**src/include/bp_defines.svh**
```systemverilog
`ifndef BP_DEFINES_SVH
`define BP_DEFINES_SVH

// local history length, also the pattern table index width
`define BP_HIST_BITS 6

// history table index width, 1024 entries
`define BP_BHT_IDX_BITS 10

// lowest pc bit used for the history table index
// word aligned, so the index is pc[11:2]
`define BP_PC_IDX_LSB 2

`endif

```
**src/rtl/bpPkg.sv**
```systemverilog
`include "bp_defines.svh"

package bpPkg;

    typedef logic [31:0] pc_t;
    typedef logic [31:0] instr_t;
    typedef logic [`BP_HIST_BITS-1:0] hist_t;
    typedef logic [`BP_BHT_IDX_BITS-1:0] bhtIdx_t;

    // upper bit gives the predicted direction
    typedef enum logic [1:0] {
        strongNotTaken = 2'b00,
        weakNotTaken   = 2'b01,
        weakTaken      = 2'b11,
        strongTaken    = 2'b10
    } ctrState_e;

    typedef struct packed {
        logic stall;
        logic flush;
    } slotCtl_t;

    // lookup result of one slot, F2 to D
    typedef struct packed {
        logic  predTake;
        hist_t hist;
    } slotPred_t;

    // one slot held in E
    typedef struct packed {
        logic  branch;
        logic  predTake;
        hist_t hist;
    } slotRes_t;

    typedef struct packed {
        logic    valid;
        bhtIdx_t idx;
        logic    taken;
    } histUpd_t;

    // idx is the history carried from the lookup
    typedef struct packed {
        logic  valid;
        hist_t idx;
        logic  taken;
    } ctrUpd_t;

endpackage

```
**src/rtl/patternTable.sv**
```systemverilog
`timescale 1ns/1ps
`include "bp_defines.svh"

module patternTable import bpPkg::*; (
    input  logic    clk,
    input  logic    rst,
    input  hist_t   hist1,
    input  hist_t   hist2,
    output logic    predTake1,
    output logic    predTake2,
    input  ctrUpd_t upd1,
    input  ctrUpd_t upd2
);

    localparam int Depth = 1 << `BP_HIST_BITS;

    ctrState_e counters [Depth];

    // one step toward the outcome, saturating at both ends
    function automatic ctrState_e stepCtr(ctrState_e cur, logic taken);
        ctrState_e nxt;
        nxt = cur;
        case (cur)
            strongNotTaken: nxt = taken ? weakNotTaken : strongNotTaken;
            weakNotTaken:   nxt = taken ? weakTaken    : strongNotTaken;
            weakTaken:      nxt = taken ? strongTaken  : weakNotTaken;
            strongTaken:    nxt = taken ? strongTaken  : weakTaken;
            default:        nxt = strongNotTaken;
        endcase
        return nxt;
    endfunction

    // direction is the counter msb
    assign predTake1 = counters[hist1][1];
    assign predTake2 = counters[hist2][1];

    always_ff @(posedge clk) begin
        if (rst) begin
            for (int i = 0; i < Depth; i++) begin
                counters[i] <= strongNotTaken;
            end
        end else begin
            if (upd1.valid) begin
                counters[upd1.idx] <= stepCtr(counters[upd1.idx], upd1.taken);
            end
            // slot 2 overrides slot 1 on the same counter
            if (upd2.valid) begin
                counters[upd2.idx] <= stepCtr(counters[upd2.idx], upd2.taken);
            end
        end
    end

endmodule

```
**config.mk**
```make
export PLATFORM = sky130hd
export DESIGN_NAME = patternTable
export DESIGN_NICKNAME = d
export VERILOG_FILES = /design/src/rtl/bpPkg.sv /design/src/rtl/patternTable.sv
export VERILOG_INCLUDE_DIRS = /design/src /design/src/include
export SDC_FILE = /design/constraint.sdc
export NUM_CORES = 1
export LEC_CHECK = 0
export ABC_CLOCK_PERIOD_IN_PS = 4700
export BUFFER_PORTS_ARGS = -buffer_cell sky130_fd_sc_hd__buf_2
export CORE_MARGIN = 2
export CORE_UTILIZATION = 45
export CTS_BUF_LIST = sky130_fd_sc_hd__clkbuf_8
export CTS_CLUSTER_SIZE = 30
export DETAILED_ROUTE_END_ITERATION = 8
export PLACE_DENSITY = 0.62
export SLEW_MARGIN = 25
export SYNTH_ARGS = -nofsm -noshare
export SYNTH_HDL_FRONTEND = slang
export SYNTH_SLANG_ARGS = --single-unit
```
**constraint.sdc**
```tcl
create_clock -name clk -period 4.7 [get_ports clk]
set_clock_uncertainty 0.05 [all_clocks]
set_input_delay 0.94 -clock clk [delete_from_list [all_inputs] [get_ports clk]]
set_output_delay 0.94 -clock clk [all_outputs]
set_load 0.01 [all_outputs]
```
# After elaboration in Yosys (flattened, before gate mapping)
# Memory sizes are Yosys's and may differ from the RTL's.
# Cells that the tools add are included.
dict set report classes {
  eq_ne 6
  n_mux 28
  n_reduce_logical 4
}
# operator n
set op_table {}
lappend op_table {{$mux W2} 10}
lappend op_table {{$pmux W2 S4} 2}
lappend op_table {{$mux W1} 14}
lappend op_table {{$mux W6} 2}
lappend op_table {{$eq A2 B2 Y1 const B} 4}
lappend op_table {{$eq A2 B1 Y1 const B} 2}
lappend op_table {{$logic_not A2 Y1} 2}
lappend op_table {{$reduce_or A2 Y1} 2}
dict set report totals {
  ff_bits 0
  ramBits 128
  input_bits 30
  output_inout_bits 2
  word_cells 39
  mem_count 1
}
# name depth word_bits read_ports rd_clocked_by_memory_dff write_ports line_no
set mem_list {}
lappend mem_list {counters 64 2 4 0 64 patternTable.sv:17} ;# ctrState_e counters [Depth];

# Logic depth before layout (Yosys ltp)
# An unclocked memory read counts as a cell.
dict set report depth {
  word_depth 6
  ltp_mapped 13
  depth_no_buf 7
}

# Least setup slack after synthesis
# No wires, ideal clock.
dict set report synth_path {
  path_type {input-to-output}
  startpoint {input port hist1[0]}
  endpoint {output port predTake1}
  arrival_ns 3.380
  required_ns 3.710
  slack_ns 0.330
  path_stages 5
  n_path_buf 2
  cell_sequence {clkbuf_1 -> buf_1 -> mux4_2 -> mux4_2 -> mux4_2}
}
dict set report synth_between {
  elab_chain_len 1
}
# element line_no
set synth_rtl {}
lappend synth_rtl {{start: declaration} patternTable.sv:7} ;# input hist_t hist1,
lappend synth_rtl {{$mem_v2 Z64 W2} n/a}
lappend synth_rtl {{end: declaration} patternTable.sv:9} ;# output logic predTake1,
# Every way passes these cells.

# Final worst setup path
dict set report layout_path {
  startpoint {input port hist2[0]}
  endpoint {output port predTake2}
}
dict set report layout_between {
  elab_chain_len 1
}
# element line_no
set layout_rtl {}
lappend layout_rtl {{start: declaration} patternTable.sv:8} ;# input hist_t hist2,
lappend layout_rtl {{$mem_v2 Z64 W2} n/a}
lappend layout_rtl {{end: declaration} patternTable.sv:10} ;# output logic predTake2,
# Every way passes these cells.

==> qor.csv <==
metric,value,unit
status,completed,
syn-num-nets,951,
arrival,3.08,ns
ys_ff_latch,128,
die_w,155.1,µm
period_needed,4.071,ns
peakVddDrop,155.1,µV
clockRootBuffer,clkbuf_8,
cts_resized,0,
yosysUniqueCellTypes,57,
synth_edf_count,128,
post_cts.repair.setup_buffers,0,
regMostFlops,counters,
crit_path_max_fanout,16,
setup_viol,0,
initial_core_util,0.4566,
io_buffers,31,
min_path_type,in -> reg,
rows,55,
maxSlewHeadroom,0.2482,
gp_congestion,1.002,
timing.setup.tns,0,ns
wl_per_cell,27.45,µm
p_per_area,282.8,nW/µm²
maxCapViolations,0,
rsz0062_at_grt,false,
reg_top3,counters (128),
ant_nets,0,
avgSynthCellArea,11.16,µm²
cp.required,3.71,ns
die_h,155.1,µm
clk_latency,0.46,ns
core_area,22500,µm²
yosysSeqAreaShare,0.3741,
syn-cell-area,10270,µm²
grt_pass1_wl,49910,µm
worstMarginPinSlew,1.124,ns
ff2ff_path_depth,8,
vias_per_cell,7.017,
drv_slew,0,
crit_type,in -> out,
cp-end-kind,output port,
first_iter_violations,1208,
ys.flop_type,edfxtp_1,
synth_cells,921,
grt_overflow,0,
cts_tree,done,
largest_register_ff_count,128,
fin_crit_sh,0.8661,
drc,0,
htreeDepth,4,
grt.total_usage,0.2830,
dpl.hpwl,23680,µm
numCtsBuffers,17,
dieArea,24060,µm²
ios,32,
first_pass_iters,6,
antenna_found_initial,0,
drive_gt1_frac,0.2875,
area_delta_synth_final,7.793,%
yosysWarnings,0,
cts_buffer_depth,2,
timing.fmax,0.2456,GHz
p_leak,3.716,nW
min_path_cells,4,
nets,956,
final_cell_mix,"189 x nand2_1, 128 x edfxtp_1, 85 x mux4_2",
vias,8596,
routed_wl,33630,µm
hold_viol,0,
synth_async_sr_flop_share,0,
grt_max_degree,65,
grt_pass1_vias,7849,
start_kind,primary input,
clk_pin_slew,0.09,ns
cts_hold_buf,0,
clock_sinks,128,
finalPower,3.132,mW
final_common_cell,nand2_1,
fill_cells,1997,
## metrics by stage
stage	worst slack, ns	hold slack, ns	cells	util	cell area (µm²)
after floorplan	0.3295	1.062	921	-	10270
after global placement	0.5203	1.452	1192	0.4728	10640
after detailed placement	0.5261	1.451	1192	0.4728	10640
after CTS	0.5923	1.080	1224	0.4919	11070
after global routing	0.5010	1.116	1224	0.4921	11070
final	0.6291	1.122	1225	0.4922	11080
## kinds of logic (layout without fill, tap and decap cells)
logic type      after synthesis  count (layout)  share of synthesized area
simple gates                374             374                     0.1618
compound gates              213             213                     0.1670
flops                       128             128                     0.3741
mux                         118             118                     0.2350
buf+inv                      86             104                    0.05784
xor+xnor                      2               2                   0.004263
other cells                   0               1                          0
## where the power goes
part	internal, mW	leakage (nW)	total [mW]	switching (mW)
Combinational	0.284	2.19	0.728	0.444
Sequential	1.30	1.32	1.35	0.0495
Clock	0.574	0.209	1.06	0.482
Total	2.16	3.72	3.13	0.975
## synthesized netlist by cell type (5+ instances only)
| cell | count | area [µm²] |
|---|---|---|
| nor2_1 | 80 | 300.3 |
| edfxtp_1 | 128 | 3844 |
| mux4_2 | 85 | 1914 |
| clkbuf_1 | 20 | 75.07 |
| buf_4 | 10 | 75.07 |
| or3b_2 | 6 | 52.55 |
| buf_2 | 18 | 90.09 |
| buf_12 | 7 | 140.1 |
| o22ai_1 | 72 | 450.4 |
| nand2b_1 | 9 | 56.30 |
| nor2b_1 | 6 | 37.54 |
| a21oi_1 | 47 | 235.2 |
| o32ai_1 | 9 | 78.83 |
| a22oi_1 | 10 | 75.07 |
| buf_1 | 14 | 52.55 |
| inv_1 | 5 | 18.77 |
| mux4_1 | 9 | 236.5 |
| nor3_1 | 14 | 70.07 |
| nand3b_1 | 9 | 67.56 |
| buf_6 | 10 | 112.6 |
| o22ai_2 | 53 | 663.1 |
| mux2_2 | 9 | 101.4 |
| mux2i_1 | 14 | 140.1 |
| nand3_1 | 43 | 215.2 |
| nand2_1 | 189 | 709.4 |
## layer usage
metal / track usage / wire, µm / vias to the layer above
met1: 0.3898 / 12820 / 4214
met4: 0.1182 / 1483 / 0
met3: 0.07298 / 4113 / 95
met2: 0.4275 / 15210 / 621
met5: 0 / 0 / -
li1: - / - / 3666
## worst max-delay path, cell delays in order
cell    delay (ns)
buf_2         0.44
mux4_2        0.59
mux4_2        0.49
mux4_2        0.46
buf_2         0.15
## area by class of cell
type	count	area, µm²	share of cell area
antenna	1	2.502	0.0002259
tap	285	356.6	0.03220
clock inverter	15	195.2	0.01762
clock buffer	17	234.0	0.02113
inverter	5	18.77	0.001695
sequential	128	3844	0.3470
multi-input combinational	707	5874	0.5304
timing repair buffer	67	550.5	0.04971
## worst paths after layout
path | from | to | slack [ns]
min | upd1[0] | counters[34][0] | 1.12
max | hist2[0] | predTake2 | 0.63
min reg2reg | counters[63][0] | counters[61][1] | 1.48
max reg2reg | counters[34][1] | counters[62][0] | 1.56
No activity file was read; power rests on OpenSTA's default activity.
