==> src/include/bp_defines.svh <==
`ifndef BP_DEFINES_SVH
`define BP_DEFINES_SVH

// local history length, also the pattern table index width
`define BP_HIST_BITS 6

// history table index width, 1024 entries
`define BP_BHT_IDX_BITS 10

// lowest pc bit used for the history table index
// word aligned, so the index is pc[11:2]
`define BP_PC_IDX_LSB 2

`endif

==> src/rtl/bpPkg.sv <==
`include "bp_defines.svh"

package bpPkg;

    typedef logic [31:0] pc_t;
    typedef logic [31:0] instr_t;
    typedef logic [`BP_HIST_BITS-1:0] hist_t;
    typedef logic [`BP_BHT_IDX_BITS-1:0] bhtIdx_t;

    // upper bit gives the predicted direction
    typedef enum logic [1:0] {
        strongNotTaken = 2'b00,
        weakNotTaken   = 2'b01,
        weakTaken      = 2'b11,
        strongTaken    = 2'b10
    } ctrState_e;

    typedef struct packed {
        logic stall;
        logic flush;
    } slotCtl_t;

    // lookup result of one slot, F2 to D
    typedef struct packed {
        logic  predTake;
        hist_t hist;
    } slotPred_t;

    // one slot held in E
    typedef struct packed {
        logic  branch;
        logic  predTake;
        hist_t hist;
    } slotRes_t;

    typedef struct packed {
        logic    valid;
        bhtIdx_t idx;
        logic    taken;
    } histUpd_t;

    // idx is the history carried from the lookup
    typedef struct packed {
        logic  valid;
        hist_t idx;
        logic  taken;
    } ctrUpd_t;

endpackage

==> src/rtl/resolveStage.sv <==
`timescale 1ns/1ps
`include "bp_defines.svh"

module resolveStage import bpPkg::*; (
    input  logic      clk,
    input  logic      rst,
    input  slotCtl_t  ctl1,
    input  slotCtl_t  ctl2,
    input  logic      branch1,
    input  logic      branch2,
    input  slotPred_t stage1,
    input  slotPred_t stage2,
    input  pc_t       pcE,
    input  logic      actualTake1,
    input  logic      actualTake2,
    output logic      mispredict1,
    output logic      mispredict2,
    output histUpd_t  histUpd1,
    output histUpd_t  histUpd2,
    output ctrUpd_t   ctrUpd1,
    output ctrUpd_t   ctrUpd2
);

    slotCtl_t ctlArr [2];
    slotRes_t resD [2];
    slotRes_t resQ [2];
    pc_t      slotPc [2];
    logic     actual [2];
    logic     updOk [2];

    assign ctlArr[0] = ctl1;
    assign ctlArr[1] = ctl2;
    assign resD[0]   = '{branch: branch1, predTake: stage1.predTake, hist: stage1.hist};
    assign resD[1]   = '{branch: branch2, predTake: stage2.predTake, hist: stage2.hist};
    assign slotPc[0] = pcE;
    assign slotPc[1] = pcE + 32'd4;
    assign actual[0] = actualTake1;
    assign actual[1] = actualTake2;

    // D to E register, same flush and stall rules as D
    always_ff @(posedge clk) begin
        for (int i = 0; i < 2; i++) begin
            if (rst || ctlArr[i].flush) begin
                resQ[i] <= '0;
            end else if (!ctlArr[i].stall) begin
                resQ[i] <= resD[i];
            end
        end
    end

    // a stalled slot must not train the tables
    assign updOk[0] = resQ[0].branch & ~ctl1.stall;
    assign updOk[1] = resQ[1].branch & ~ctl2.stall;

    assign mispredict1 = resQ[0].branch & (resQ[0].predTake ^ actualTake1);
    assign mispredict2 = resQ[1].branch & (resQ[1].predTake ^ actualTake2);

    assign histUpd1 = '{valid: updOk[0],
                        idx:   slotPc[0][`BP_PC_IDX_LSB +: `BP_BHT_IDX_BITS],
                        taken: actual[0]};
    assign histUpd2 = '{valid: updOk[1],
                        idx:   slotPc[1][`BP_PC_IDX_LSB +: `BP_BHT_IDX_BITS],
                        taken: actual[1]};

    // counter index is the history used at lookup time
    assign ctrUpd1 = '{valid: updOk[0], idx: resQ[0].hist, taken: actual[0]};
    assign ctrUpd2 = '{valid: updOk[1], idx: resQ[1].hist, taken: actual[1]};

endmodule

==> config.mk <==
export PLATFORM = sky130hd
export DESIGN_NAME = resolveStage
export DESIGN_NICKNAME = d
export VERILOG_FILES = /design/src/rtl/bpPkg.sv /design/src/rtl/resolveStage.sv
export VERILOG_INCLUDE_DIRS = /design/src /design/src/include
export SDC_FILE = /design/constraint.sdc
export NUM_CORES = 1
export LEC_CHECK = 0
export ABC_AREA = 1
export BUFFER_PORTS_ARGS = -buffer_cell sky130_fd_sc_hd__buf_2
export CORE_ASPECT_RATIO = 0.5
export CORE_MARGIN = 5
export CORE_UTILIZATION = 37
export DETAILED_ROUTE_END_ITERATION = 10
export PLACE_DENSITY = 0.76
export SLEW_MARGIN = 10
export SYNTH_ARGS = -nofsm -noshare
export SYNTH_HDL_FRONTEND = slang
export SYNTH_SLANG_ARGS = --single-unit
==> constraint.sdc <==
create_clock -name clk -period 1.8 [get_ports clk]
set_input_delay 0.54 -clock clk [delete_from_list [all_inputs] [get_ports clk]]
set_output_delay 0.54 -clock clk [all_outputs]
set_load 0.01 [all_outputs]
# [Yosys cells after proc, flatten, opt, wreduce, memory -nomap -nowiden]
# Memories as Yosys holds them, arrays and structs flattened.
# Cells that the tools add are included.
[word_totals] register_bits=0 latch_bits=0 ram_bits=16 mem_bits_ro=0 out_inout_bits=42 word_cells=26 mem_count=1
[op_classes] add_sub_neg=1 n_mul=0 div_mod_pow=0 order_cmp=0 eq_ne=0 shifts=0 muxes=12 bitwise=10 n_reduce_logical=2
[mem_list] name="resQ" words=2 word_bits=8 rd=2 rd_ports_with_merged_regs=0 write_ports=2 line="resolveStage.sv:26" rtl="slotRes_t resQ [2];"
[ops] op="2-to-1 mux 8 bit" n=2
[ops] op="adder 12 x 3 -> 12 bit, second input constant" n=1
[ops] op="2-to-1 mux 1 bit" n=10
[ops] op="AND 1 bit" n=4
[ops] op="logical OR 1 bit" n=2
[ops] op="NOT 1 bit" n=2
[ops] op="bitwise OR 1 bit" n=2
[ops] op="XOR 1 bit" n=2

# [Longest topological paths before layout]
[depth] ltp_word=4 ltp_mapped=6 mapped_depth_nobuf=6

# [Worst setup path after synthesis]
# OpenSTA, ideal clock, no wires.
[synth_path] path_type="in2out" from="input port pcE[2]" to="output port histUpd2[7] in the netlist's numbering" arrival_ns=1.113 required_ns=1.260 path_slack_ns=0.147 cell_stages=6 n_path_buf=0 cell_sequence="ha_1 nand3_2 nor2_4 nand2_1 nand2_1 nand2_1"
[synth_lines] element="start: declaration" line="resolveStage.sv:13" rtl="input pc_t pcE,"
[synth_lines] element="end: declaration" line="resolveStage.sv:19" rtl="output histUpd_t histUpd2,"

==> reports/metrics.cfg <==
[pwr]
p_comb_share_pct = 22.8
power.share.clock_pct = 27.8
p_seq_share_pct = 49.4
switching_power_w = 0.000215
swShare_pct = 24.1
peakVddDrop_v = 0.000333
p_int_w = 0.000674
power.density_nw_per_um2 = 618
p_leak_nw = 0.830

[global_routing]
grt_max_degree = 9
grt_pass1_wl_mm = 3.57
grt_usage_pct = 10.4
first_global_vias = 861
antenna_found_initial = 0
grt.overflow.total = 0

[layout]
post-route-util_pct = 49.2
stdcell_count = 227
final_nets = 246
largest-register = resQ
finish.instance_area_um2 = 1440
largest_reg_flops = 16
fillCellCount = 288
reg_top3 = resQ: 16 flops
antenna_cells = 0
drive_gt1_share_pct = 47.6
area_delta_synth_final_pct = 31.0

[logic_synthesis]
netlist_instances = 133
synth-seq-cells = 16
synth.distinct_cells = 15
yosysWarnings = 0
synth_area_um2 = 1100
synth_area_per_cell_um2 = 8.26
synth_nets = 190
synth_seq_area_share_pct = 43.7

[detailed_routing]
wire_per_inst_um = 9.76
final_antenna_net_count = 0
vias_per_cell = 4.05
drt-initial-drc-count = 16
routed_wl_mm = 2.22
drt_first_pass_iters = 4
drc = 0
vias = 920

[clock_tree]
cts_setup_buffers = 0
hold_buffers = 0
cts_tree = built
htree_levels = 1
path_clk_slew_ns = 0.05
clock_path_buffers = 2
root_buffer = clkbuf_8
cts_buffers = 3
clock_sinks = 16

[timing]
drv_slew = 0
fin_ws_ns = 0.0258
rsz0062_at_grt = true
fmax_mhz = 564
post-route-period-util_pct = 98.6
setup_violations = 0
max_slew_margin_pct = 73.5
period_minus_slack_ns = 1.77
worst-slew-pin-transition_ns = 0.396
report.final.hold_viol_count = 0

[place]
io_buffers = 75
placed_cells = 224
pre_cts_slack_ns = -0.102
hpwl_mm = 1.90
placed_area_um2 = 1340
gp_congestion = 0.720

[floorplanning]
initial_core_util_pct = 37.6
die_w_um = 87.1
dieArea_um2 = 4230
die_height_um = 48.5
std_cell_rows = 14
core_area_um2 = 2930
io_pins = 98

[worst_setup_path]
startpoint_type = input port
cp.arrival_ns = 1.23
crit_required_ns = 1.26
worstPathMaxFanout = 4
path_depth = 8
startpoint = pcE[3]
critPathBufInv = 2
worstPathCellList = buf_8 > ha_4 > nand3_4 > nor2_4 > nand2_1 > nand2_1 > nand2_1 > buf_2
crit_path_top_delay_cell = ha_4
max_stage_delay_ns = 0.14
endpoint = histUpd2[9]
endpoint_kind = output port
cpLargestDelayFamily = simple AND/OR/NAND/NOR gates
path_class = input port to output port
cp_common_cell = nand2_1

[outcome]
status = completed

[job]
max_cap_viol_count = 0

[hold_path]
hold_path_class = input port to register

## cell usage after synthesis
cell	count	area, µm²
inv_1	29	109
buf_4	28	210
nor2_1	20	75.1
nand2_1	18	67.6
edfxtp_1	16	480
nand3_1	7	35.0
a21oi_1	2	10.0
nand3_2	2	20.0
nand3b_1	2	15.0
nor2_4	2	22.5
o21ai_0	2	10.0
xor2_1	2	17.5
ha_1	1	12.5
o21ai_1	1	5.00
xnor2_1	1	8.76
## final cells by class
| type | instances | area (µm²) | area share, % |
|---|---|---|---|
| Sequential cell | 16 | 480 | 33.4 |
| Tap cell | 40 | 50.0 | 3.48 |
| Clock buffer | 3 | 41.3 | 2.87 |
| Multi-Input combinational cell | 60 | 329 | 22.9 |
| Inverter | 29 | 109 | 7.57 |
| Timing Repair Buffer | 79 | 429 | 29.8 |
## worst min path at each step
| stage | start | cells after the start | slack, ns | end |
|---|---|---|---|---|
| finish | stage2[4] | 3 | 0.60 | resQ[1][4]$_SDFFCE_PN0P_ |
| global route | branch1 | 3 | 0.60 | resQ[0][7]$_SDFFCE_PN0P_ |
| CTS | stage1[4] | 3 | 0.59 | resQ[0][4]$_SDFFCE_PN0P_ |
| detailed placement | stage1[4] | 3 | 0.84 | resQ[0][4]$_SDFFCE_PN0P_ |
| global placement | stage1[1] | 3 | 0.83 | resQ[0][1]$_SDFFCE_PN0P_ |
| floorplan | stage1[0] | 2 | 0.75 | resQ[0][0]$_SDFFCE_PN0P_ |
## cell families after synthesis
family | after synthesis | synth area share (%)
buffers and inverters | 57 | 29.0
flip-flops | 16 | 43.7
adder cells (fa/ha/maj) | 1 | 1.14
XOR/XNOR | 3 | 2.39
AO/OA/AOI/OAI | 5 | 2.28
AND/OR/NAND/NOR | 51 | 21.4
## placed cells by master, fill, tap and decap left out
master and instances:
buf_2 73, o21ai_0 2, clkbuf_8 3, buf_4 3, nand3_4 1, xnor2_1 1
nand2_2 1, buf_8 2, buf_6 1, a21oi_1 2, nand3_1 7, ha_4 1
o21ai_1 1, nor2_1 20, nor2_4 2, nand2_1 17, nand3b_1 2, edfxtp_1 16
nand3_2 1, inv_1 29, xor2_2 1, xor2_1 1
## tightest hold or removal path: stages
cell and delay, ns:
buf_2 0.07, inv_1 0.03, nor2_1 0.08
## stage by stage
step	power, W	setup TNS (ns)	hold slack (ns)
global placement	0.000635	-0.181	0.834
floorplan	0.000574	0	0.748
finish	0.000889	0	0.597
global route	0.000938	-0.196	0.603
detailed placement	0.000641	-0.249	0.839
CTS	0.000898	-0.0137	0.593
## power by group through the flow
stage | Combinational (W) | Clock [W] | Sequential [W]
detailed placement | 0.000194 | 0 | 0.000447
floorplan | 0.000129 | 0 | 0.000445
global route | 0.000227 | 0.000270 | 0.000441
finish | 0.000203 | 0.000247 | 0.000439
CTS | 0.000202 | 0.000256 | 0.000439
global placement | 0.000190 | 0 | 0.000445
## what timing repair did
action,4_1_cts,5_1_grt
gates resized for setup,7,4
pin swaps,4,2
endpoints found under the setup margin,6,6
## routing by layer
layer	track usage [%]	wire length [µm]
met4	3.11	20
met2	20.2	1150
met3	3.22	212
met1	10.5	835
met5	0	0
No activity file was read; power rests on OpenSTA's default activity.
