<file path="src/include/bp_defines.svh">
`ifndef BP_DEFINES_SVH
`define BP_DEFINES_SVH

// local history length, also the pattern table index width
`define BP_HIST_BITS 6

// history table index width, 1024 entries
`define BP_BHT_IDX_BITS 10

// lowest pc bit used for the history table index
// word aligned, so the index is pc[11:2]
`define BP_PC_IDX_LSB 2

`endif

</file>
<file path="src/rtl/bpPkg.sv">
`include "bp_defines.svh"

package bpPkg;

    typedef logic [31:0] pc_t;
    typedef logic [31:0] instr_t;
    typedef logic [`BP_HIST_BITS-1:0] hist_t;
    typedef logic [`BP_BHT_IDX_BITS-1:0] bhtIdx_t;

    // upper bit gives the predicted direction
    typedef enum logic [1:0] {
        strongNotTaken = 2'b00,
        weakNotTaken   = 2'b01,
        weakTaken      = 2'b11,
        strongTaken    = 2'b10
    } ctrState_e;

    typedef struct packed {
        logic stall;
        logic flush;
    } slotCtl_t;

    // lookup result of one slot, F2 to D
    typedef struct packed {
        logic  predTake;
        hist_t hist;
    } slotPred_t;

    // one slot held in E
    typedef struct packed {
        logic  branch;
        logic  predTake;
        hist_t hist;
    } slotRes_t;

    typedef struct packed {
        logic    valid;
        bhtIdx_t idx;
        logic    taken;
    } histUpd_t;

    // idx is the history carried from the lookup
    typedef struct packed {
        logic  valid;
        hist_t idx;
        logic  taken;
    } ctrUpd_t;

endpackage

</file>
<file path="src/rtl/branchDecode.sv">
`timescale 1ns/1ps

module branchDecode import bpPkg::*; (
    input  instr_t instr1,
    input  instr_t instr2,
    output logic   branch1,
    output logic   branch2
);

    localparam logic [5:0] RegimmOp = 6'b000001;

    function automatic logic isCondBranch(instr_t instr);
        logic isRegimm;
        logic rtBranch;
        isRegimm = (instr[31:26] == RegimmOp);
        // rt[3:1] of 000 or 001 picks bltz/bgez with link and likely forms
        rtBranch = (instr[19:17] == 3'b000) || (instr[19:17] == 3'b001);
        // beq, bne, blez, bgtz share the upper opcode bits 0001
        return (isRegimm && rtBranch) || (instr[31:28] == 4'b0001);
    endfunction

    assign branch1 = isCondBranch(instr1);
    assign branch2 = isCondBranch(instr2);

endmodule

</file>
<file path="src/rtl/predictStage.sv">
`timescale 1ns/1ps

module predictStage import bpPkg::*; (
    input  logic      clk,
    input  logic      rst,
    input  slotCtl_t  ctl1,
    input  slotCtl_t  ctl2,
    input  slotPred_t lookup1,
    input  slotPred_t lookup2,
    input  instr_t    instr1,
    input  instr_t    instr2,
    output logic      branch1,
    output logic      branch2,
    output logic      predTake1,
    output logic      predTake2,
    output slotPred_t stage1,
    output slotPred_t stage2
);

    slotCtl_t  ctlArr [2];
    slotPred_t lookupArr [2];
    slotPred_t stageQ [2];

    assign ctlArr[0]    = ctl1;
    assign ctlArr[1]    = ctl2;
    assign lookupArr[0] = lookup1;
    assign lookupArr[1] = lookup2;

    // F2 to D register, flush beats stall
    always_ff @(posedge clk) begin
        for (int i = 0; i < 2; i++) begin
            if (rst || ctlArr[i].flush) begin
                stageQ[i] <= '0;
            end else if (!ctlArr[i].stall) begin
                stageQ[i] <= lookupArr[i];
            end
        end
    end

    branchDecode u_branchDecode (
        .instr1  (instr1),
        .instr2  (instr2),
        .branch1 (branch1),
        .branch2 (branch2)
    );

    assign stage1 = stageQ[0];
    assign stage2 = stageQ[1];

    // only a real branch reports taken
    assign predTake1 = branch1 & stageQ[0].predTake;
    assign predTake2 = branch2 & stageQ[1].predTake;

endmodule

</file>
<file path="config.mk">
export PLATFORM = sky130hd
export DESIGN_NAME = predictStage
export DESIGN_NICKNAME = d
export VERILOG_FILES = /design/src/rtl/bpPkg.sv /design/src/rtl/branchDecode.sv /design/src/rtl/predictStage.sv
export VERILOG_INCLUDE_DIRS = /design/src /design/src/include
export SDC_FILE = /design/constraint.sdc
export NUM_CORES = 1
export LEC_CHECK = 0
export BUFFER_PORTS_ARGS = -buffer_cell sky130_fd_sc_hd__buf_2
export CAP_MARGIN = 20
export CORE_UTILIZATION = 29
export DETAILED_ROUTE_END_ITERATION = 6
export PLACE_DENSITY = 0.9
export SLEW_MARGIN = 20
export SYNTH_ARGS = -nofsm -noshare
export SYNTH_HDL_FRONTEND = slang
export SYNTH_SLANG_ARGS = --single-unit
export TNS_END_PERCENT = 100
</file>
<file path="constraint.sdc">
create_clock -name clk -period 0.97 [get_ports clk]
set_input_delay 0.0485 -clock clk [delete_from_list [all_inputs] [get_ports clk]]
set_output_delay 0.0485 -clock clk [all_outputs]
set_load 0.01 [all_outputs]
</file>
Yosys cells after proc, flatten, opt, wreduce, memory -nomap -nowiden:

Memory sizes are Yosys's and may differ from the RTL's.
Cells that the tools add are included.

* add/sub/neg operators: 0
* multipliers: 0
* divide/modulo/power cells: 0
* order comparisons: 0
* equality and inequality tests: 6
* shift-type cells: 0
* muxes and demuxes: 12
* bitwise logic cells: 4
* reduce and logical (&&, ||, !) cells: 10

Operator list (count)
* $mux W7: 2
* $eq A6 B1 Y1 const B: 2
* $mux W1: 10
* $eq A4 B1 Y1 const B: 2
* $eq A3 B1 Y1 const B: 2
* $logic_not A3 Y1: 2
* $logic_or A1 B1 Y1: 6
* $and A1 B1 Y1: 2
* $logic_and A1 B1 Y1: 2
* $or A1 B1 Y1: 2

* bits in registers: 0
* bits in latches: 0
* bits in writable memories: 14
* ROM bits: 0
* input port bits: 84
* output and inout port bits: 18
* word-level logic and storage cells: 33
* memories: 1

Memories
* stageQ: depth 2, bits a word 7, rd ports 2, clocked after memory_dff 0, write ports 2, line predictStage.sv:22 `slotPred_t stageQ [2];`

Longest topological paths before layout:

Gate-level depths: netlist of the first run.

* word-level depth: 5
* gate-level depth with buffers: 2
* mapped depth without buffers: 2

Cells and area by module:

A second synthesis of the first run with hierarchy kept.

* cells, all modules: 43
* area, all modules: 737.0 sq um

By module, submodules not included
* predictStage: times used 1, cells an instance 37, area each 681.9 sq um
* branchDecode: times used 1, cells an instance 6, area each 55.1 sq um

Worst setup path before layout of the first run:

OpenSTA, ideal clock, no wires.

* path type: register -> output
* start point: memory stageQ[0][6] (netlist name)
* end point: output port predTake1
* arrival time: 0.577 ns
* slack: 0.344 ns
* cell stages (with the launch flop): 2
* path buffers: 0
* cell sequence: edfxtp_1 > o211a_1

RTL lines
* start, declared: line predictStage.sv:22
* end, declared: line predictStage.sv:14 `output logic predTake1,`

==> results of run 1 <==
-- cells by family (layout without fill, tap and decap cells) --
logic type / after synthesis / in the layout / share of synthesized area (%)
AND/OR/NAND/NOR: 24 / 24 / 27.06
flip-flops: 14 / 14 / 67.33
AO/OA/AOI/OAI: 4 / 4 / 5.611
buffers and inverters: 0 / 57 / 0
-- power by group --
part,switching [mW],internal [mW]
logic,0.0829,0.0932
clock network,0.161,0.149
registers,0.0104,0.702
-- per-layer routing --
metal  vias to the layer above  share of wire, %  track usage, %
met1                       217                42           14.87
met2                        44                44           17.61
li1                        269                 -               -
met5                         -                 0               0
met4                         0               1.1           8.824
met3                         2                12           2.516
-- cells in the final DEF, fill, tap and decap left out, drive strengths merged --
cell type / synthesis / layout
and2: 14 / 14
nor3: 4 / 4
buf: 0 / 53
o21a: 2 / 2
clkbuf: 0 / 3
nor4b: 2 / 2
edfxtp: 14 / 14
nand2: 2 / 2
nor2: 2 / 2
o211a: 2 / 2
clkinv: 0 / 1
-- worst max path at each step --
stage | slack, ps | to | cells after the start | from
floorplan | 340 | predTake1 | 1 | stageQ[0][6]
global placement | 170 | stageQ[0][4] | 3 | rst
detailed placement | 150 | stageQ[0][4] | 3 | rst
CTS | -30 | predTake1 | 2 | stageQ[0][6]
global route | -50 | predTake1 | 2 | stageQ[0][6]
finish | -20 | predTake1 | 2 | stageQ[0][6]
-- stage by stage --
stage	hold WS, ps	instance area [µm²]	cells
2_1_floorplan	244.2	624.3	42
3_3_place_gp	325.3	923.4	122
3_5_place_dp	332.0	923.4	122
4_1_cts	51.70	949.7	126
5_1_grt	51.34	949.7	126
6_report	49.62	949.7	126
-- cell type report --
cell class | instances | area share, %
clock inverter | 1 | 0.3953
sequential | 14 | 44.27
tap | 27 | 3.557
multi-input combinational | 28 | 21.48
timing repair buffer | 53 | 27.93
clock buffer | 3 | 2.372
==> summary.md, run 1 <==
| Metric | Value |
|---|---|
| Status | `complete, but fails checks` |
| Failing checks | `setup timing` |
| Worst-path maximum fanout | `2` |
| Post-synth EDFFs | `14` |
| First DRT Iteration DRCs | `7` |
| # DRC | `0` |
| CP Data Required Time | `920 ps` |
| Final Util | `between 40% and 50%` |
| HP Start | `lookup1[5]` |
| First-pass GRT wire length | `between 2 and 2.5 mm` |
| FILL cells | `206` |
| Async set-reset flop share out of synthesis | `0%` |
| All-layer global routing usage | `between 10% and 20%` |
| Die area | `2343 µm²` |
| Number of global-route vias before repair | `486` |
| Final worst slack | `-19.68 ps` |
| Max-Cap Viols | `0` |
| Initial core utilization | `31.19%` |
| Critical path arrival | `940 ps` |
| Initial antenna violation count | `0` |
| Clock period minus worst slack | `989.7 ps` |
| Syn Std Cell Area | `624.3 µm²` |
| Register area share after synthesis | `67.33%` |
| Most instantiated cells after synthesis | `and2_1, edfxtp_1` |
| Pre-CTS WS | `150.8 ps` |
| Fin Setup TNS | `-19.68 ps` |
| Rows | `16` |
| Max VDD drop | `0.6860 mV` |
| Top cells by area, synth | `edfxtp_1, and2_1, nor4b_2, o211a_1, nor3_4` |
| IO buf count | `53` |
| DP HPWL | `1.114 mm` |
| Leading area contributor after synthesis | `edfxtp_1` |
| RSZ-0062 raised after global routing | `true` |
| Hold Crit Class | `in2reg` |
| Multi-input logic area | `203.9 µm²` |
| Power Density | `1261 nW/µm²` |
| Die Ht | `48.40 µm` |
| Syn Nets | `126` |
| Vias per Instance | `4.222` |
| Root buf cell | `clkbuf_4` |
| Pin count of the biggest net entering global routing | `9` |
| Die Wd | `48.40 µm` |
| Startpoint Class | `register` |
| Area delta synth->final | `52.10%` |
| Total Power | `1.198 mW` |
| Worst Path Buf+Inv | `1` |
| Mapped Avg Cell Area | `approximately 15 µm²` |
| Worst Tran Pin Value | `290.2 ps` |
| Slew Limit Headroom | `80.61%` |
| Core Box Area | `roughly 2000 µm²` |
| Pleak | `0.4992 nW` |
| TritonCTS clock tree | `done` |
| Hold Crit Endpoint | `stageQ[0][5]` |
| Fraction of layout cells with a size suffix above 1 | `60.61%` |
| Yosys reg bits | `14` |
| Gates resized, CTS repair | `0` |
| DR pass1 iterations | `4` |
| Critical path endpoint category | `output port` |
| H-tree depth | `1` |
| CP cell instances | `o211a_1, buf_2` |
| Setup Buffers After CTS | `0` |
| Top reg by flops | `stageQ` |
| Cell class contributing the biggest share of worst-path delay | `flip-flops` |
| Max clock buf depth | `2` |
| Grt ovf | `0` |
| CTS Hold Bufs | `0` |
| CTS sink cnt | `14` |
| Total CTS buffers | `3` |
| CP max stage cell | `edfxtp_1` |
| Total Nets Final | `184` |
| WS Path Type | `reg2out` |
| Number of synthesis warnings | `0` |
| Setup violators final | `1` |
| Synth top area share | `67.33%` |
| DR vias | `532` |
| Final hold vios | `0` |
| Biggest regs | `stageQ (14)` |
| Worst-path clk slew | `about 70 ps` |
| Primary FF master, synth | `edfxtp_1` |
| Peak Freq | `between 1000 and 1500 MHz` |
| Remaining antenna violation count | `0` |
| GP Congestion | `0.6524` |
| Post-synth cell types | `10` |
| Largest register FFs | `14` |
| Final WL | `1.299 mm` |
| # diodes | `0` |
| Slew Viols, Final | `0` |
| Number of top-level pins | `102` |
| Post-Synthesis Cells | `42` |
| Hold Path Cell Cnt | `2` |
| Routed WL per cell | `10.31 µm` |
| Slowest Stage Delay on Critical Path | `420 ps` |
| FF/Latch Area | `420.4 µm²` |
| Final Cycle Share | `102.0%` |
No activity file was read; power rests on OpenSTA's default activity.
==> run 2: changes to the inputs <==
--- a/config.mk
+++ b/config.mk
@@ -8,9 +8,10 @@
 export LEC_CHECK = 0
 export BUFFER_PORTS_ARGS = -buffer_cell sky130_fd_sc_hd__buf_2
 export CAP_MARGIN = 20
-export CORE_UTILIZATION = 29
+export CORE_UTILIZATION = 30
+export CTS_BUF_LIST = sky130_fd_sc_hd__clkbuf_8
 export DETAILED_ROUTE_END_ITERATION = 6
-export PLACE_DENSITY = 0.9
+export PLACE_DENSITY = 0.93
 export SLEW_MARGIN = 20
 export SYNTH_ARGS = -nofsm -noshare
 export SYNTH_HDL_FRONTEND = slang
==> summary.md, run 2 (synthesized netlist as in run 1, its figures left out) <==
| Metric | Value |
|---|---|
| Most frequent cells in the layout | `buf_2, and2_1, edfxtp_1` |
| Clock power frac | `between 30% and 40%` |
| Worst Tran Pin Value | `283.5 ps` |
| Initial core utilization | `between 30% and 40%` |
| Max VDD drop | `slightly above 0.7 mV` |
| First-pass GRT wire length | `1.662 mm` |
| Finished Layout Cells | `around 130` |
| Number of global-route vias before repair | `449` |
| TritonCTS clock tree | `done` |
| WS Path Type | `reg2out` |
| Placed Cells | `122` |
| Grt ovf | `0` |
| CP Data Required Time | `920 ps` |
| CP max stage cell | `edfxtp_1` |
| Max-Cap Viols | `0` |
| Seq pwr share | `53.2%` |
| Final hold vios | `0` |
| DP HPWL | `1.104 mm` |
| Power Density | `approximately 1400 nW/µm²` |
| Pin count of the biggest net entering global routing | `8` |
| Critical path arrival | `890 ps` |
| Slew Limit Headroom | `81.05%` |
| Area delta synth->final | `54.51%` |
| # diodes | `0` |
| Highest metal used | `met4` |
| Remaining antenna violation count | `0` |
| Final Cycle Share | `96.43%` |
| Total Nets Final | `184` |
| Slowest Stage Delay on Critical Path | `a little under 400 ps` |
| Pleak | `0.5054 nW` |
| Top reg by flops | `stageQ` |
| H-tree depth | `1` |
| Slew Viols, Final | `0` |
| CTS sink cnt | `14` |
| GP Congestion | `around 0.6` |
| Setup Buffers After CTS | `0` |
| Total Power | `1.340 mW` |
| Startpoint Class | `register` |
| Metal3 WL | `191 µm` |
| Final Util | `49.17%` |
| Fraction of layout cells with a size suffix above 1 | `61.22%` |
| Critical path endpoint category | `output port` |
| Largest register FFs | `14` |
| FF/Latch Area | `~420 µm²` |
| Switching share of total power | `20.12%` |
| Peak Freq | `1069 MHz` |
| Vias per Instance | `4.272` |
| # DRC | `0` |
| Clock period minus worst slack | `935.4 ps` |
| Die Wd | `47.62 µm` |
| Setup violators final | `0` |
| Combinational power share | `13.2%` |
| Hold Crit Class | `in2reg` |
| Cell class contributing the biggest share of worst-path delay | `flip-flops` |
| Cell Int Power | `1.070 mW` |
| Max clock buf depth | `2` |
| Rows | `16` |
| Switch Pwr | `0.2696 mW` |
| Worst Path Buf+Inv | `1` |
| Multi-input logic area | `203.9 µm²` |
| CP cell instances | `o211a_1, buf_2` |
| Most common cell after layout, fill and taps aside | `buf_2` |
| Fin Setup TNS | `0 ps` |
| Die Ht | `47.62 µm` |
| Worst-path clk slew | `50 ps` |
| Core Box Area | `1962 µm²` |
| All-layer global routing usage | `10.84%` |
| DR pass1 iterations | `5` |
| Biggest regs | `stageQ (14)` |
| Final WL | `1.261 mm` |
| Status | `finished, final reports clean` |
| Number of top-level pins | `102` |
| DR vias | `534` |
| M1 WL | `514 µm` |
| Initial antenna violation count | `0` |
| Met2 WL | `531 µm` |
| IO buf count | `53` |
| Hold Slack | `85.55 ps` |
| Worst-path maximum fanout | `2` |
| Total CTS buffers | `3` |
| Die area | `2268 µm²` |
| RSZ-0062 raised after global routing | `true` |
| First DRT Iteration DRCs | `2` |
| FILL cells | `190` |
| Routed WL per cell | `10.09 µm` |
| Root buf cell | `clkbuf_8` |
## run 2: cell types whose count changed in the layout (fill, tap and decap cells not counted)
cell and change:
clkbuf_4 -3, clkbuf_8 +3, clkinv_1 -1
## run 2: what timing repair did
item / in CTS / in global routing
hold endpoints to repair: 0 / 0
resized for setup: 0 / 0
hold buffers: 0 / 0
setup endpoints to repair: 0 / 1
## run 2: path summary, 6_finish.rpt
path	startpoint	end	slack, ps	cells after the start
worst max-delay path	stageQ[1][6]	predTake2	30	2
worst min-delay path	lookup2[2]	stageQ[1][2]	90	2
## run 2: stage by stage
stage,cell area (µm²),setup WS [ps]
6_report,964.7,34.61
4_1_cts,964.7,26.29
3_3_place_gp,923.4,173.1
5_1_grt,964.7,-20.81
2_1_floorplan,624.3,344.1
3_5_place_dp,923.4,148.4
## run 2: area by class of cell
cell class              count  area share (%)
flip-flops and latches     14           43.58
repair buffers             53           27.50
multi-input cells          28           21.14
clock buffers               3           4.280
well taps                  27           3.502
## run 2: power groups by stage
stage / Combinational (mW) / Sequential, mW / Clock (mW)
floorplan: 0.0358 / 0.747 / 0
global placement: 0.173 / 0.723 / 0
detailed placement: 0.178 / 0.726 / 0
CTS: 0.179 / 0.714 / 0.466
global route: 0.198 / 0.717 / 0.493
finish: 0.176 / 0.713 / 0.450
## run 2: metal layers
layer | vias up | GRT usage [%]
met5 | - | 0
met4 | 0 | 8.333
met3 | 2 | 2.264
met2 | 44 | 15.62
met1 | 220 | 14.25
li1 | 268 | -
==> run 3: changes to the inputs <==
--- a/config.mk
+++ b/config.mk
@@ -6,12 +6,13 @@
 export SDC_FILE = /design/constraint.sdc
 export NUM_CORES = 1
 export LEC_CHECK = 0
+export ABC_AREA = 1
 export BUFFER_PORTS_ARGS = -buffer_cell sky130_fd_sc_hd__buf_2
 export CAP_MARGIN = 20
-export CORE_UTILIZATION = 30
+export CORE_UTILIZATION = 33
 export CTS_BUF_LIST = sky130_fd_sc_hd__clkbuf_8
 export DETAILED_ROUTE_END_ITERATION = 6
-export PLACE_DENSITY = 0.93
+export PLACE_DENSITY = 0.95
 export SLEW_MARGIN = 20
 export SYNTH_ARGS = -nofsm -noshare
 export SYNTH_HDL_FRONTEND = slang
==> summary.md, run 3 <==
| Metric | Value |
|---|---|
| Status | `finished, final reports clean` |
| Max VDD drop | `roughly 0.80 mV` |
| Syn Std Cell Area | `704.4 µm²` |
| DP HPWL | `~1.2 mm` |
| # DRC | `0` |
| Slew Viols, Final | `0` |
| First-pass GRT wire length | `1.849 mm` |
| Total Nets Final | `approximately 210` |
| Synth Area in Compound Gates | `0%` |
| Leading area contributor after synthesis | `edfxtp_1` |
| Register area share after synthesis | `59.68%` |
| Grt ovf | `0` |
| Most instantiated cells after synthesis | `inv_1, nor2_1, edfxtp_1, nand2_1` |
| Post-Synthesis Cells | `71` |
| Setup Buffers After CTS | `0` |
| Power Density | `1332 nW/µm²` |
| Vias per Instance | `3.968` |
| Area delta synth->final | `48.85%` |
| DR pass1 iterations | `3` |
| IO buf count | `53` |
| Number of synthesis warnings | `0` |
| Setup violators final | `0` |
| Synth top area share | `59.68%` |
| RSZ-0062 raised after global routing | `true` |
| FF/Latch Area | `420.4 µm²` |
| Core Box Area | `1982 µm²` |
| First DRT Iteration DRCs | `9` |
| WS Path Type | `reg2out` |
| Root buf cell | `clkbuf_8` |
| FILL cells | `190` |
| Remaining antenna violation count | `0` |
| Max-Cap Viols | `0` |
| Adder-Cell Fraction of Synth Area | `0%` |
| Die area | `2323 µm²` |
| All-layer global routing usage | `12.24%` |
| Peak Freq | `1103 MHz` |
| Die Ht | `approximately 48 µm` |
| Top reg by flops | `stageQ` |
| Largest family of logic cells by synthesized area | `simple AND/OR/NAND/NOR gates` |
| Die Wd | `48.20 µm` |
| Initial core utilization | `a little over a third` |
| DR vias | `about 620` |
| Primary FF master, synth | `edfxtp_1` |
| Mapped Avg Cell Area | `9.921 µm²` |
| Max clock buf depth | `2` |
| Post-synth cell types | `10` |
| CTS sink cnt | `14` |
| H-tree depth | `1` |
| TritonCTS clock tree | `done` |
| Worst Tran Pin Value | `357.8 ps` |
| Hold Crit Class | `in2reg` |
| Critical path endpoint category | `output port` |
| Async set-reset flop share out of synthesis | `0%` |
| Initial antenna violation count | `0` |
| # diodes | `0` |
| Final WL | `~1.4 mm` |
| Total CTS buffers | `3` |
| Worst-path maximum fanout | `2` |
| Startpoint Class | `register` |
| Routed WL per cell | `approximately 9.0 µm` |
| Final Cycle Share | `93.49%` |
| Critical path arrival | `between 800 and 900 ps` |
| Multi-input logic area | `190.2 µm²` |
| Top cells by area, synth | `edfxtp_1, inv_1, nor2_1, nand3b_4, nor3_4` |
| Gates resized, CTS repair | `0` |
| Pin count of the biggest net entering global routing | `9` |
| Most frequent cell after synthesis | `inv_1` |
| Biggest regs | `stageQ (14)` |
| Post-synth EDFFs | `14` |
| Number of global-route vias before repair | `489` |
| Rows | `16` |
| Worst-path clk slew | `60 ps` |
| Post-route cell area | `1049 µm²` |
| Hold Slack | `100.1 ps` |
| Xor and xnor area share after synthesis | `0%` |
| Most frequent cells in the layout | `buf_2, inv_1, nor2_1` |
| Slew Limit Headroom | `76.08%` |
| Clock period minus worst slack | `906.9 ps` |
| Final hold vios | `0` |
| CTS Hold Bufs | `0` |
| Placed cell area | `between 1000 and 1500 µm²` |
| Yosys reg bits | `14` |
| Mux share of post-synthesis cell area | `0%` |
| CP Data Required Time | `920 ps` |
| Syn Nets | `155` |
| Number of top-level pins | `102` |
| GP Congestion | `approximately 0.6` |
| Fraction of layout cells with a size suffix above 1 | `50.78%` |
| Synth Area in Simple Gates | `about 27%` |
| Largest register FFs | `14` |
| Most common cell after layout, fill and taps aside | `buf_2` |
| Pleak | `0.6413 nW` |
-- run 3: cell count changes in the layout (fill, tap and decap cells not counted), sizes merged --
| cell | change |
|---|---|
| inv | +25 |
| nor3 | -2 |
| and2 | -14 |
| nand3b | +2 |
| nor4b | -2 |
| nand2 | +4 |
| o21a | -2 |
| clkinv | +1 |
| nor2 | +18 |
| nand3 | +2 |
| o211a | -2 |
-- run 3: metrics by stage --
| step | util [%] | total power, mW | setup TNS [ps] | std cells | worst slack (ps) |
|---|---|---|---|---|---|
| global route | 52.90 | 1.468 | -11.58 | 155 | -11.58 |
| CTS | 52.90 | 1.407 | 0 | 155 | 38.98 |
| global placement | 50.63 | 0.9295 | 0 | 151 | 113.3 |
| floorplan | - | 0.8139 | 0 | 71 | 296.4 |
| finish | 52.90 | 1.396 | 0 | 155 | 63.10 |
| detailed placement | 50.63 | 0.9374 | 0 | 151 | 56.92 |
-- run 3: final cells by class --
| cell class | count | area share, % |
|---|---|---|
| Tap cell | 27 | 3.222 |
| Timing Repair Buffer | 53 | 25.30 |
| Sequential cell | 14 | 40.10 |
| Clock buffer | 3 | 3.938 |
| Clock inverter | 1 | 0.3580 |
| Multi-Input combinational cell | 32 | 18.14 |
| Inverter | 25 | 8.950 |
-- run 3: cell families after synthesis --
| group | count (synthesis) |
|---|---|
| buf+inv | 25 |
| simple gates | 32 |
| flops | 14 |
-- run 3: path summary, 6_finish.rpt --
check | startpoint | endpoint | slack [ps] | depth (start not counted)
max | stageQ[0][6] | predTake1 | 60 | 3
min | lookup2[0] | stageQ[1][0] | 100 | 3
-- run 3: power by group --
group          internal [mW]  switching, mW
combinational          0.102          0.106
sequential             0.703         0.0107
clock                  0.280          0.194
total                   1.09          0.311
-- run 3: routing by layer --
layer | wire, µm | global-route usage (%)
met1 | 581 | 13.38
met2 | 594 | 19.20
met3 | 181 | 1.852
met4 | 42 | 13.33
met5 | 0 | 0
-- run 3: critical path, stage by stage (launching register included) --
cell and delay, ps:
edfxtp_1 380, inv_1 80, nor2_2 30, buf_2 120
